`src/spd_consts.svh`:
```
`ifndef SPD_CONSTS_SVH
`define SPD_CONSTS_SVH

// i2c address scan range, address 0 is the general call
`define SPD_ADDR_FIRST 1
`define SPD_ADDR_LAST 127

// spd bytes read after the address is found
`define SPD_LAST_BYTE 63

// byte 2 device type code of a ddr3 sdram
`define SPD_DDR3_TYPE 8'h0B

// longest text line including its line feed
`define TEXT_MAX_CHARS 24

`define UART_CLKS_PER_BIT 8

`endif

```
`src/spd_pkg.sv`:
```
package spd_pkg;

    // 7-bit i2c device address
    typedef logic [6:0] i2c_addr_t;

    // spd byte number, only bytes 0 to 63 are read
    typedef logic [5:0] spd_index_t;

    // spd byte value, also the width of the register field on the bus
    typedef logic [7:0] spd_byte_t;

endpackage

```
`src/text_pkg.sv`:
```
`include "spd_consts.svh"

package text_pkg;

    typedef logic [7:0] char_t; // ascii

    // first character sits in the top byte
    typedef logic [`TEXT_MAX_CHARS*8-1:0] text_t;

    typedef logic [4:0] text_len_t; // number of valid characters

endpackage

```
`src/spd_scan_ctrl.sv`:
```
`include "spd_consts.svh"

module spd_scan_ctrl (
    input  logic                  i_clk,
    input  logic                  i_rst_n,
    output logic                  o_rd_req,
    output spd_pkg::i2c_addr_t    o_rd_dev,
    output spd_pkg::spd_byte_t    o_rd_reg,
    input  logic                  i_rd_ack,
    input  spd_pkg::spd_byte_t    i_rd_data,
    input  logic                  i_rd_nack,
    output logic                  o_line_req,
    output logic                  o_line_is_addr,
    output spd_pkg::spd_index_t   o_line_index,
    output spd_pkg::spd_byte_t    o_line_value,
    input  logic                  i_line_ack,
    output logic                  o_addr_found,
    output logic                  o_read_done,
    output logic                  o_read_err
);
    import spd_pkg::*;

    typedef enum logic [2:0] {
        st_start,
        st_rd_wait,  // req high, waiting for ack
        st_rd_rel,   // req low, waiting for ack to drop
        st_line_wait,
        st_line_rel,
        st_halt
    } state_t;

    state_t     state;
    spd_index_t idx;
    spd_byte_t  data_q;
    logic       nack_q;

    // scan phase lasts until the address line is out
    assign o_line_is_addr = !o_addr_found;
    assign o_rd_reg       = {2'b00, idx}; // idx stays 0 while scanning
    assign o_line_index   = idx;
    assign o_line_value   = o_line_is_addr ? {1'b0, o_rd_dev} : data_q;

    always_ff @(posedge i_clk or negedge i_rst_n) begin
        if (!i_rst_n) begin
            state        <= st_start;
            o_rd_req     <= 1'b0;
            o_rd_dev     <= i2c_addr_t'(`SPD_ADDR_FIRST);
            idx          <= '0;
            nack_q       <= 1'b0;
            o_line_req   <= 1'b0;
            o_addr_found <= 1'b0;
            o_read_done  <= 1'b0;
            o_read_err   <= 1'b0;
        end else begin
            case (state)
                st_start: begin
                    o_rd_req <= 1'b1;
                    state    <= st_rd_wait;
                end
                st_rd_wait: if (i_rd_ack) begin
                    o_rd_req <= 1'b0;
                    nack_q   <= i_rd_nack;
                    state    <= st_rd_rel;
                end
                st_rd_rel: if (!i_rd_ack) begin
                    if (!nack_q) begin
                        o_line_req <= 1'b1; // address line or byte line
                        state      <= st_line_wait;
                    end else if (o_addr_found) begin
                        o_read_err <= 1'b1; // device went away mid-read
                        state      <= st_halt;
                    end else if (o_rd_dev == i2c_addr_t'(`SPD_ADDR_LAST)) begin
                        o_read_err <= 1'b1; // nobody answered
                        state      <= st_halt;
                    end else begin
                        o_rd_dev <= o_rd_dev + 1'b1;
                        o_rd_req <= 1'b1;
                        state    <= st_rd_wait;
                    end
                end
                st_line_wait: if (i_line_ack) begin
                    o_line_req <= 1'b0;
                    state      <= st_line_rel;
                end
                st_line_rel: if (!i_line_ack) begin
                    if (!o_addr_found) begin
                        o_addr_found <= 1'b1;
                        o_rd_req     <= 1'b1; // byte 0 again, this time for real
                        state        <= st_rd_wait;
                    end else if (idx == spd_index_t'(`SPD_LAST_BYTE)) begin
                        o_read_done <= 1'b1;
                        state       <= st_halt;
                    end else begin
                        idx      <= idx + 1'b1;
                        o_rd_req <= 1'b1;
                        state    <= st_rd_wait;
                    end
                end
                default: state <= st_halt;
            endcase
        end
    end

    always_ff @(posedge i_clk) begin
        if (o_rd_req && i_rd_ack) begin
            data_q <= i_rd_data;
        end
    end

    // four-phase bus rules toward the outside responder
    assert property (@(posedge i_clk) disable iff (!i_rst_n)
        o_rd_req && !i_rd_ack |=> o_rd_req);

    assert property (@(posedge i_clk) disable iff (!i_rst_n)
        o_rd_req && !i_rd_ack |=> $stable(o_rd_dev) && $stable(o_rd_reg));

endmodule

```
`src/spd_line_fmt.sv`:
```
`include "spd_consts.svh"

module spd_line_fmt (
    input  logic                  i_clk,
    input  logic                  i_rst_n,
    input  logic                  i_line_req,
    input  logic                  i_line_is_addr,
    input  spd_pkg::spd_index_t   i_line_index,
    input  spd_pkg::spd_byte_t    i_line_value,
    output logic                  o_line_ack,
    output logic                  o_text_req,
    output text_pkg::text_t       o_text,
    output text_pkg::text_len_t   o_text_len,
    input  logic                  i_text_ack
);
    import text_pkg::*;

    localparam char_t LF = 8'h0a;

    typedef enum logic [1:0] {st_idle, st_text, st_text_rel, st_ack} state_t;

    state_t    state;
    text_t     raw; // line right-aligned, moved to the top slot on capture
    text_len_t len;
    logic      has_line;

    function automatic char_t hex_char(input logic [3:0] nib);
        hex_char = (nib < 4'd10) ? 8'h30 + 8'(nib) : 8'h37 + 8'(nib);
    endfunction

    always_comb begin
        raw      = '0;
        len      = '0;
        has_line = 1'b0;
        if (i_line_is_addr) begin
            raw = {"I2C Address: 0x", hex_char({1'b0, i_line_value[6:4]}),
                   hex_char(i_line_value[3:0]), LF};
            len      = 5'd18;
            has_line = 1'b1;
        end else begin
            case (i_line_index)
                6'd2: begin
                    has_line = 1'b1;
                    if (i_line_value == `SPD_DDR3_TYPE) begin
                        raw = {"DRAM Type: DDR3 SDRAM", LF};
                        len = 5'd22;
                    end else begin
                        raw = {"DRAM Type: NOT DDR3!", LF};
                        len = 5'd21;
                    end
                end
                6'd3: begin
                    has_line = (i_line_value < 8'd4); // other codes are not reported
                    case (i_line_value)
                        8'd0: begin
                            raw = {"Module Type: Undefined!", LF};
                            len = 5'd24;
                        end
                        8'd1: begin
                            raw = {"Module Type: RDIMM", LF};
                            len = 5'd19;
                        end
                        8'd2: begin
                            raw = {"Module Type: UDIMM", LF};
                            len = 5'd19;
                        end
                        8'd3: begin
                            raw = {"Module Type: SO-DIMM", LF};
                            len = 5'd21;
                        end
                        default: ;
                    endcase
                end
                6'd7: begin
                    has_line = 1'b1;
                    len      = 5'd18;
                    raw = (i_line_value[5:3] == 3'd1) ? {"DUAL_RANK_DIMM: 1", LF}
                                                      : {"DUAL_RANK_DIMM: 0", LF};
                end
                6'd8: begin
                    has_line = (i_line_value[2:0] < 3'd4);
                    len      = 5'd14;
                    case (i_line_value[2:0]) // bus width 8 << n bits
                        3'd0: raw = {"BYTE_LANES: 1", LF};
                        3'd1: raw = {"BYTE_LANES: 2", LF};
                        3'd2: raw = {"BYTE_LANES: 4", LF};
                        3'd3: raw = {"BYTE_LANES: 8", LF};
                        default: ;
                    endcase
                end
                default: ;
            endcase
        end
    end

    always_ff @(posedge i_clk or negedge i_rst_n) begin
        if (!i_rst_n) begin
            state      <= st_idle;
            o_line_ack <= 1'b0;
            o_text_req <= 1'b0;
        end else begin
            case (state)
                st_idle: if (i_line_req) begin
                    if (has_line) begin
                        o_text_req <= 1'b1;
                        state      <= st_text;
                    end else begin
                        o_line_ack <= 1'b1; // nothing to print
                        state      <= st_ack;
                    end
                end
                st_text: if (i_text_ack) begin
                    o_text_req <= 1'b0;
                    state      <= st_text_rel;
                end
                st_text_rel: if (!i_text_ack) begin
                    o_line_ack <= 1'b1;
                    state      <= st_ack;
                end
                st_ack: if (!i_line_req) begin
                    o_line_ack <= 1'b0;
                    state      <= st_idle;
                end
                default: state <= st_idle;
            endcase
        end
    end

    always_ff @(posedge i_clk) begin
        if (state == st_idle && i_line_req && has_line) begin
            o_text     <= raw << (8 * (`TEXT_MAX_CHARS - int'(len)));
            o_text_len <= len;
        end
    end

endmodule

```
`src/text_sender.sv`:
```
`include "spd_consts.svh"

module text_sender (
    input  logic                  i_clk,
    input  logic                  i_rst_n,
    input  logic                  i_text_req,
    input  text_pkg::text_t       i_text,
    input  text_pkg::text_len_t   i_text_len,
    output logic                  o_text_ack,
    output logic                  o_tx_req,
    output text_pkg::char_t       o_tx_char,
    input  logic                  i_tx_ack
);
    import text_pkg::*;

    typedef enum logic [1:0] {st_idle, st_char, st_char_rel, st_done} state_t;

    state_t    state;
    text_t     shreg; // current character always in the top byte
    text_len_t left;

    assign o_tx_char = shreg[`TEXT_MAX_CHARS*8-1 -: 8];

    always_ff @(posedge i_clk or negedge i_rst_n) begin
        if (!i_rst_n) begin
            state      <= st_idle;
            left       <= '0;
            o_tx_req   <= 1'b0;
            o_text_ack <= 1'b0;
        end else begin
            case (state)
                st_idle: if (i_text_req) begin
                    left     <= i_text_len;
                    o_tx_req <= 1'b1;
                    state    <= st_char;
                end
                st_char: if (i_tx_ack) begin
                    o_tx_req <= 1'b0;
                    state    <= st_char_rel;
                end
                st_char_rel: if (!i_tx_ack) begin
                    if (left == 5'd1) begin
                        o_text_ack <= 1'b1;
                        state      <= st_done;
                    end else begin
                        left     <= left - 1'b1;
                        o_tx_req <= 1'b1;
                        state    <= st_char;
                    end
                end
                st_done: if (!i_text_req) begin
                    o_text_ack <= 1'b0;
                    state      <= st_idle;
                end
                default: state <= st_idle;
            endcase
        end
    end

    always_ff @(posedge i_clk) begin
        if (state == st_idle && i_text_req) begin
            shreg <= i_text;
        end else if (state == st_char_rel && !i_tx_ack) begin
            shreg <= shreg << 8;
        end
    end

    // formatter must never hand over an empty or oversized line
    assert property (@(posedge i_clk) disable iff (!i_rst_n)
        i_text_req |-> (i_text_len != '0) && (i_text_len <= `TEXT_MAX_CHARS));

endmodule

```
`src/uart_tx_serial.sv`:
```
`include "spd_consts.svh"

module uart_tx_serial #(
    parameter int CLKS_PER_BIT = `UART_CLKS_PER_BIT
) (
    input  logic              i_clk,
    input  logic              i_rst_n,
    input  logic              i_tx_req,
    input  text_pkg::char_t   i_tx_char,
    output logic              o_tx_ack,
    output logic              o_uart_tx
);
    localparam int CNT_W = (CLKS_PER_BIT > 1) ? $clog2(CLKS_PER_BIT) : 1;

    logic             busy;
    logic [CNT_W-1:0] clk_cnt;
    logic [3:0]       bit_cnt; // 0 is the start bit, 9 the stop bit
    logic [8:0]       shreg;   // data lsb first, stop bit on top
    logic             start;
    logic             bit_end;

    assign start   = !busy && !o_tx_ack && i_tx_req;
    assign bit_end = busy && (clk_cnt == CNT_W'(CLKS_PER_BIT - 1));

    always_ff @(posedge i_clk or negedge i_rst_n) begin
        if (!i_rst_n) begin
            busy      <= 1'b0;
            clk_cnt   <= '0;
            bit_cnt   <= '0;
            o_tx_ack  <= 1'b0;
            o_uart_tx <= 1'b1;
        end else if (start) begin
            busy      <= 1'b1;
            clk_cnt   <= '0;
            bit_cnt   <= '0;
            o_uart_tx <= 1'b0; // start bit
        end else if (!busy) begin
            if (o_tx_ack && !i_tx_req) o_tx_ack <= 1'b0;
        end else if (bit_end) begin
            clk_cnt <= '0;
            if (bit_cnt == 4'd9) begin
                busy     <= 1'b0; // line is already back at stop level
                o_tx_ack <= 1'b1;
            end else begin
                bit_cnt   <= bit_cnt + 1'b1;
                o_uart_tx <= shreg[0];
            end
        end else begin
            clk_cnt <= clk_cnt + 1'b1;
        end
    end

    always_ff @(posedge i_clk) begin
        if (start) begin
            shreg <= {1'b1, i_tx_char};
        end else if (bit_end) begin
            shreg <= {1'b1, shreg[8:1]};
        end
    end

    assert property (@(posedge i_clk) disable iff (!i_rst_n)
        !busy |-> o_uart_tx);

endmodule

```
`src/spd_reader.sv`:
```
module spd_reader (
    input  logic                  i_clk,
    input  logic                  i_rst_n,
    output logic                  o_rd_req,
    output spd_pkg::i2c_addr_t    o_rd_dev,
    output spd_pkg::spd_byte_t    o_rd_reg,
    input  logic                  i_rd_ack,
    input  spd_pkg::spd_byte_t    i_rd_data,
    input  logic                  i_rd_nack,
    output logic                  o_uart_tx,
    output logic                  o_addr_found,
    output logic                  o_read_done,
    output logic                  o_read_err
);
    import spd_pkg::*;
    import text_pkg::*;

    // scan controller to formatter
    logic       line_req;
    logic       line_ack;
    logic       line_is_addr;
    spd_index_t line_index;
    spd_byte_t  line_value;

    // formatter to text sender
    logic      text_req;
    logic      text_ack;
    text_t     text;
    text_len_t text_len;

    // text sender to uart
    logic  tx_req;
    logic  tx_ack;
    char_t tx_char;

    spd_scan_ctrl spd_scan_ctrl_i (
        .i_clk          (i_clk),
        .i_rst_n        (i_rst_n),
        .o_rd_req       (o_rd_req),
        .o_rd_dev       (o_rd_dev),
        .o_rd_reg       (o_rd_reg),
        .i_rd_ack       (i_rd_ack),
        .i_rd_data      (i_rd_data),
        .i_rd_nack      (i_rd_nack),
        .o_line_req     (line_req),
        .o_line_is_addr (line_is_addr),
        .o_line_index   (line_index),
        .o_line_value   (line_value),
        .i_line_ack     (line_ack),
        .o_addr_found   (o_addr_found),
        .o_read_done    (o_read_done),
        .o_read_err     (o_read_err)
    );

    spd_line_fmt spd_line_fmt_i (
        .i_clk          (i_clk),
        .i_rst_n        (i_rst_n),
        .i_line_req     (line_req),
        .i_line_is_addr (line_is_addr),
        .i_line_index   (line_index),
        .i_line_value   (line_value),
        .o_line_ack     (line_ack),
        .o_text_req     (text_req),
        .o_text         (text),
        .o_text_len     (text_len),
        .i_text_ack     (text_ack)
    );

    text_sender text_sender_i (
        .i_clk      (i_clk),
        .i_rst_n    (i_rst_n),
        .i_text_req (text_req),
        .i_text     (text),
        .i_text_len (text_len),
        .o_text_ack (text_ack),
        .o_tx_req   (tx_req),
        .o_tx_char  (tx_char),
        .i_tx_ack   (tx_ack)
    );

    uart_tx_serial uart_tx_serial_i (
        .i_clk     (i_clk),
        .i_rst_n   (i_rst_n),
        .i_tx_req  (tx_req),
        .i_tx_char (tx_char),
        .o_tx_ack  (tx_ack),
        .o_uart_tx (o_uart_tx)
    );

endmodule

```
`config.mk`:
```
export PLATFORM = sky130hd
export DESIGN_NAME = spd_reader
export DESIGN_NICKNAME = d
export VERILOG_FILES = /design/src/spd_pkg.sv /design/src/text_pkg.sv /design/src/spd_scan_ctrl.sv /design/src/spd_line_fmt.sv /design/src/text_sender.sv /design/src/uart_tx_serial.sv /design/src/spd_reader.sv
export VERILOG_INCLUDE_DIRS = /design/src
export SDC_FILE = /design/constraint.sdc
export NUM_CORES = 1
export LEC_CHECK = 0
export BUFFER_PORTS_ARGS = -buffer_cell sky130_fd_sc_hd__buf_2
export CAP_MARGIN = 25
export CORE_MARGIN = 4
export CORE_UTILIZATION = 45
export CTS_CLUSTER_DIAMETER = 120
export DETAILED_ROUTE_END_ITERATION = 8
export SLEW_MARGIN = 25
export SYNTH_ARGS = -nofsm -noshare
export SYNTH_HDL_FRONTEND = slang
export SYNTH_SLANG_ARGS = --single-unit
```
`constraint.sdc`:
```
create_clock -name i_clk -period 16 [get_ports i_clk]
set_input_delay 1.6 -clock i_clk [delete_from_list [all_inputs] [get_ports i_clk]]
set_output_delay 1.6 -clock i_clk [all_outputs]
set_load 0.02 [all_outputs]
```
==> run_results.csv, run 1 <==
group,metric,value,unit
floorplanning,start_util,0.459,
power,p_total,4.72,mW
grt,grtUsageMet3,0.0545,
critical_path,cp-end-kind,"flop",
critical_path,crit_fanout,71,
power,ir_drop,0.111,mV
drt,drc,0,
floorplanning,dieHeight,221,um
clock_network,insertion_delay,0.58,ns
clock_network,cts_root_buffer,"clkbuf_16",
power,power_frac_seq,0.313,
critical_path,cp-start-kind,"flop",
flow_run,maxCapViolCount,0,
clock_network,post_cts_buffers,0,
sta,period_minus_slack,6.49,ns
power,p_clk_frac,0.198,
clock_network,h-tree-depth,2,
grt,grt_max_degree,165,
logic_synthesis,synth_area,20400,sq um
clock_network,clkSinkCount,390,
critical_path,r2r_slack,9.51,ns
power,leakagePower,7.74,nW
clock_network,hold_buffers,0,
critical_path,rr_startpoint,"spd_scan_ctrl_i.o_addr_found",
floorplanning,ioPinCount,32,
grt,grt_pass1_vias,14800,
logic_synthesis,synth-async-reset-ratio,0.115,
power,swShare,0.447,
grt,antenna_found_initial,2,
logic_synthesis,ys_seq_elements,390,
drt,drt_iter0_markers,2038,
placement,port-buffer-count,29,
placement,gp_congestion,0.987,
floorplanning,die_area,48900,sq um
drt,final_antenna_net_count,0,
floorplanning,die-width,221,um
critical_path,worstSetupStartpoint,"spd_scan_ctrl_i.o_addr_found",
hold_path,min_from,"spd_scan_ctrl_i.o_read_err",
hold_path,hp-class,"reg2reg",
critical_path,cp.required,16.29,ns
placement,dp_slack,9.75,ns
sta,hold_ws,0.476,ns
logic_synthesis,post_synth_num_cell_types,104,
logic_synthesis,syn_avg_cell_area,11.4,sq um
clock_network,path_clk_slew,0.06,ns
layout,drive_above_1_share,0.197,
floorplanning,coreArea,44500,sq um
clock_network,cts_resized,0,
layout,layout_commonest_cell,"edfxtp_1",
sta,fmax,154,MHz
logic_synthesis,synth-seq-area-share,0.562,
drt,drt-total-wl,73.1,mm
grt,use_met1,0.413,
outcome,status,"finished, final reports clean",
sta,slew_headroom,0.228,
sta,hold_violations,0,
drt,wl_per_cell,30.7,um
drt,drtPass1Iterations,5,
logic_synthesis,synth_flop_cell,"edfxtp_1",
critical_path,critPathArrivalTime,6.78,ns
layout,antennaDiodeCount,0,
critical_path,crit_type,"reg2reg",
drt,via_count,15300,
logic_synthesis,synth-edff-count,345,
power,power_density,211,nW/um^2
placement,dp_hpwl,51.5,mm
sta,setup_viol,0,
layout,mostFrequentLayoutCells,"345 x edfxtp_1, 171 x nor2_1, 169 x mux2_2",
clock_network,cts_buffers,40,
floorplanning,rows,77,
clock_network,cts_max_path_buffers,3,
sta,post-route-period-util,0.406,
logic_synthesis,netlist_top_cells_area,"edfxtp_1 51%, mux2_2 9.3%, dfrtp_1 5.3%, nor2_1 3.2%, o21ai_0 2.8%",
grt,use_met2,0.429,
sta,setup_slack,9.51,ns
sta,clock-skew-final,0.0223,ns
sta,rsz0062_at_grt,"false",
logic_synthesis,yosysTopAreaCellShare,0.507,
grt,grt_pass1_wl,106,mm
sta,worst_pin_slew,1.16,ns
clock_network,cts_tree,"done",
layout,syn_to_final_growth,9.54,%
grt,track_usage,0.291,
placement,place_area,21100,sq um
logic_synthesis,synth_top_area_cell,"edfxtp_1",
drt,avgViaCountPerCell,6.42,
logic_synthesis,yosysWarnings,0,
sta,setup_tns,0,ns
power,p_int,2.61,mW
layout,fillers,3992,
power,p_comb_frac,0.489,
grt,grt_overflow,0,
power,p_switching,2.11,mW
layout,finalNetCount,1794,
sta,maxSlewViolCount,0,
grt,grt_busiest_layer,"met2",
logic_synthesis,syn-instance-count,1786,
layout,fin_area,22400,sq um
-- worst paths after layout --
path	endpoint	depth (start not counted)
setup / recovery	spd_line_fmt_i.o_text[172]	16
hold / removal	spd_scan_ctrl_i.o_read_err	1
setup reg to reg	spd_line_fmt_i.o_text[172]	16
hold reg to reg	spd_scan_ctrl_i.o_read_err	1
max in group asynchronous	spd_scan_ctrl_i.o_addr_found	2
min in group asynchronous	spd_scan_ctrl_i.o_rd_dev[2]	2
-- through the flow --
step,util,instances
after floorplan,-,1787
after global placement,0.473,2310
after detailed placement,0.473,2310
after CTS,0.503,2383
after global routing,0.503,2384
final,0.503,2384
-- area by class of cell --
| cell class | instances | area, sq um | share of cell area |
|---|---|---|---|
| sequential | 390 | 11500 | 0.513 |
| multi-input combinational | 1236 | 8310 | 0.371 |
| clock buffer | 49 | 1080 | 0.0481 |
| tap | 592 | 741 | 0.0331 |
| timing repair buffer | 64 | 420 | 0.0188 |
| clock inverter | 24 | 243 | 0.0108 |
| inverter | 29 | 114 | 0.00509 |
-- registers in the layout, indices dropped and copies added, names as in the netlist, 3 cells and up --
name,flops
spd_scan_ctrl_i.data_q,8
uart_tx_serial_i.bit_cnt,4
uart_tx_serial_i.shreg,8
spd_line_fmt_i.o_text,162
uart_tx_serial_i.clk_cnt,3
spd_scan_ctrl_i.o_line_index,6
text_sender_i.left,5
spd_line_fmt_i.o_text_len,5
spd_scan_ctrl_i.o_rd_dev,7
spd_scan_ctrl_i.state,3
text_sender_i.shreg,162
-- Yosys cell counts, types with 24 or more instances --
library cell  instances
nor2_1              173
a21oi_1             106
a31oi_1              24
o22ai_1              24
edfxtp_1            345
o211ai_1             26
mux2_2              169
inv_1                27
nor3_1               43
o21ai_0             114
dfrtp_1              43
clkbuf_1             75
nand2_1             136
buf_2                43
nand3_1              53
-- per-layer routing --
metal,vias up,share of wire
li1,6780,-
met1,7562,0.43
met2,775,0.43
met3,194,0.074
met4,0,0.060
met5,-,0
-- critical path, cell delays in order, from the launching register on --
cell,delay (ns)
dfrtp_2,0.34
buf_4,0.38
buf_4,0.57
nand2b_1,0.35
o211a_1,0.54
a21oi_2,0.31
o21ai_2,0.54
ha_4,0.47
inv_2,0.10
buf_4,0.70
nand2_1,0.25
a21oi_1,0.20
nand3_1,0.41
mux2i_1,0.31
o211ai_1,0.11
nand2b_1,0.35
o41ai_1,0.20
-- kinds of logic after synthesis --
| logic type | synth area share |
|---|---|
| DFF | 0.562 |
| xor gates and xnor gates | 0.00722 |
| and+or+nand+nor | 0.122 |
| muxes | 0.101 |
| other | 0.000183 |
| buffers and inverters | 0.0344 |
| AOI/OAI and AO/OA | 0.160 |
| adders and majority gates | 0.0129 |
-- power groups by stage --
stage | Clock (mW) | Sequential [mW] | Combinational [mW]
floorplan | 0 | 1.48 | 1.46
global placement | 0 | 1.49 | 2.24
detailed placement | 0 | 1.50 | 2.24
CTS | 0.959 | 1.48 | 2.25
global route | 1.01 | 1.49 | 2.43
finish | 0.936 | 1.48 | 2.31
No activity file was read; power rests on OpenSTA's default activity.
==> run 2, diff against run 1 <==
- ABC_AREA: not set -> 1
- clock period: 16 -> 5.8 ns (I/O delays scaled with it)
==> run 2 against run 1 <==
Effect of this change:
- largest cell class unchanged
- via count rose by 0.29%
- die area rose by 0.66%
- count of clock-buffer cells in the layout rose by 1
- worst setup slack got worse by 8.5 ns
- global-route usage fell by 4.5 points
- synthesized cell count rose by 15%
- sequential power rose by 100%
- critical endpoint is now spd_line_fmt_i.o_text[126]
- clock power rose to 3.0 times the previous value
- critical path type unchanged
==> run_results.csv, run 2 <==
group,metric,value,unit
outcome,status,"finished, final reports clean",
critical_path,r2r_slack,0.99,ns
drt,via_count,15400,
grt,grt_pass1_vias,14900,
critical_path,critPathArrivalTime,5.11,ns
clock_network,post_cts_buffers,0,
sta,rsz0062_at_grt,"false",
grt,track_usage,0.246,
placement,gp_congestion,0.981,
grt,grt_overflow,0,
layout,top_regs,"spd_line_fmt_i.o_text: 162 flops, text_sender_i.shreg: 162 flops",
power,p_int,4.67,mW
power,swShare,0.199,
layout,mostFrequentLayoutCells,"501 x nand2_1, 345 x edfxtp_1, 252 x nand3_1",
drt,wl_per_cell,23.0,um
sta,clock-skew-final,0.0192,ns
placement,place_area,21200,sq um
power,ir_drop,0.208,mV
critical_path,r2r-end,"spd_line_fmt_i.o_text[126]",
logic_synthesis,synth.most_common_cell,"nand2_1",
clock_network,cts_tree,"done",
grt,grt_pass1_wl,93.5,mm
sta,setup_tns,0,ns
floorplanning,die_area,49200,sq um
power,p_comb_frac,0.007,
sta,post-route-period-util,0.829,
clock_network,clkSinkCount,390,
layout,finalNetCount,2082,
critical_path,cp-start-kind,"flop",
logic_synthesis,synth_top_area_cell,"edfxtp_1",
logic_synthesis,ys_seq_elements,390,
critical_path,rr_worst_depth,22,
critical_path,cp.required,6.10,ns
logic_synthesis,post_synth_num_cell_types,61,
logic_synthesis,syn_avg_cell_area,9.99,sq um
sta,maxSlewViolCount,0,
grt,grt_max_degree,126,
layout,antennaDiodeCount,0,
logic_synthesis,synth_flop_cell,"edfxtp_1",
layout,fin_area,22600,sq um
placement,dp_hpwl,43.3,mm
floorplanning,ioPinCount,32,
drt,drt-total-wl,61.7,mm
floorplanning,die-width,222,um
drt,avgViaCountPerCell,5.73,
sta,hold_ws,0.0431,ns
clock_network,hold_buffers,0,
drt,drt_iter0_markers,1956,
logic_synthesis,synth-async-reset-ratio,0.115,
drt,drtPass1Iterations,6,
logic_synthesis,yosysTopAreaCellShare,0.503,
layout,syn_to_final_growth,9.86,%
clock_network,cts_max_path_buffers,3,
hold_path,hp-class,"in2async",
clock_network,cts_root_buffer,"clkbuf_16",
power,leakagePower,8.17,nW
sta,hold_violations,0,
logic_synthesis,synth_common_cells,"503 x nand2_1, 345 x edfxtp_1, 252 x nand3_1",
sta,slew_headroom,0.295,
clock_network,insertion_delay,0.57,ns
critical_path,rr_startpoint,"spd_scan_ctrl_i.o_addr_found",
grt,antenna_found_initial,2,
floorplanning,start_util,0.454,
floorplanning,coreArea,45300,sq um
floorplanning,rows,78,
clock_network,h-tree-depth,2,
floorplanning,dieHeight,222,um
power,power_frac_seq,0.518,
layout,drive_above_1_share,0.176,
critical_path,crit_type,"reg2reg",
power,p_clk_frac,0.474,
logic_synthesis,yosysWarnings,0,
clock_network,cts_resized,0,
critical_path,crit_fanout,99,
flow_run,maxCapViolCount,0,
critical_path,cp-end-kind,"flop",
power,power_density,258,nW/um^2
clock_network,cts_buffers,43,
sta,fmax,208,MHz
placement,port-buffer-count,29,
sta,worst_pin_slew,1.05,ns
logic_synthesis,syn-instance-count,2060,
drt,drc,0,
sta,setup_viol,0,
layout,layout_commonest_cell,"nand2_1",
logic_synthesis,synth_area,20600,sq um
logic_synthesis,netlist_top_cells_area,"edfxtp_1 50%, nand2_1 9.2%, mux2_2 8.5%, nand3_1 6.1%, dfrtp_1 5.2%",
logic_synthesis,synth-edff-count,345,
logic_synthesis,synth-seq-area-share,0.558,
clock_network,path_clk_slew,0.06,ns
layout,utilization,0.499,
sta,period_minus_slack,4.81,ns
drt,final_antenna_net_count,0,
power,p_switching,1.16,mW
run 2: cell count changes after synthesis, moves of 31 or more:
cell / previous run / this run
inv_1: 27 / 120
nor2_1: 173 / 131
nand2_1: 136 / 503
nand3_1: 53 / 252
o21ai_0: 114 / 77
a21oi_1: 106 / 75
clkbuf_1: 75 / 43
run 2: metrics by stage:
stage / instances / setup WS [ns] / power [mW]
5_1_grt: 2682 / 0.799 / 6.03
2_1_floorplan: 2061 / 0.300 / 3.10
4_1_cts: 2682 / 1.22 / 5.91
3_3_place_gp: 2604 / 1.31 / 3.12
3_5_place_dp: 2604 / 1.26 / 3.12
6_report: 2682 / 0.989 / 5.83
run 2: layout make-up:
class | instances | area (sq um)
well taps | 600 | 751
multi-input cells | 1429 | 8060
repair buffers | 50 | 368
clock buffers | 50 | 1140
clock inverters | 28 | 278
flip-flops and latches | 390 | 11500
inverters | 135 | 517
fillers | 4172 | 22700
run 2: how the worst max path moves through the flow:
stage,startpoint,end,cells past startpoint
after CTS,spd_scan_ctrl_i.o_addr_found,spd_line_fmt_i.o_text[157],24
final,spd_scan_ctrl_i.o_addr_found,spd_line_fmt_i.o_text[126],22
after global placement,spd_scan_ctrl_i.o_addr_found,spd_line_fmt_i.o_text[121],18
after global routing,spd_scan_ctrl_i.o_addr_found,spd_line_fmt_i.o_text[162],24
after floorplan,text_sender_i.state[1],text_sender_i.shreg[100],4
after detailed placement,spd_scan_ctrl_i.o_addr_found,spd_line_fmt_i.o_text[176],20
run 2: metal layers:
layer	vias up	track usage	share of wire
met5	-	0	0.00021
met4	2	0.0834	0.034
met3	120	0.0365	0.064
met2	624	0.380	0.45
met1	7465	0.359	0.45
li1	7144	-	-
run 2: cells by family (layout without fill, tap and decap cells):
family	Yosys count	count (layout)	share of synthesized area
and+or+nand+nor	1009	1009	0.223
other	1	2	0.000182
xor gates and xnor gates	12	12	0.00511
AOI/OAI and AO/OA	230	230	0.0634
buffers and inverters	242	263	0.0525
muxes	155	155	0.0848
DFF	390	390	0.558
adders and majority gates	21	21	0.0128
run 2: worst max-delay path, stage by stage, from the launching register on:
cell and delay, ns:
dfrtp_2 0.43, inv_6 0.33, or2_2 0.18, o21ai_0 0.17, inv_1 0.14, ha_1 0.33
nand2_1 0.14, nor2_1 0.15, nand3_1 0.10, buf_4 0.20, nand2_1 0.11, nor2_4 0.06
nand2_1 0.08, inv_1 0.07, ha_4 0.48, inv_2 0.10, buf_12 0.24, nand3_1 0.33
o21ai_1 0.22, nor2_1 0.33, inv_1 0.07, nand3_1 0.08, nand2_1 0.07
run 2: power groups by stage:
stage | clock network (mW) | logic (mW) | registers (mW)
floorplan | 0 | 0.0195 | 3.08
global placement | 0 | 0.0418 | 3.08
detailed placement | 0 | 0.0420 | 3.08
CTS | 2.84 | 0.0422 | 3.02
global route | 2.96 | 0.0464 | 3.02
finish | 2.77 | 0.0415 | 3.02
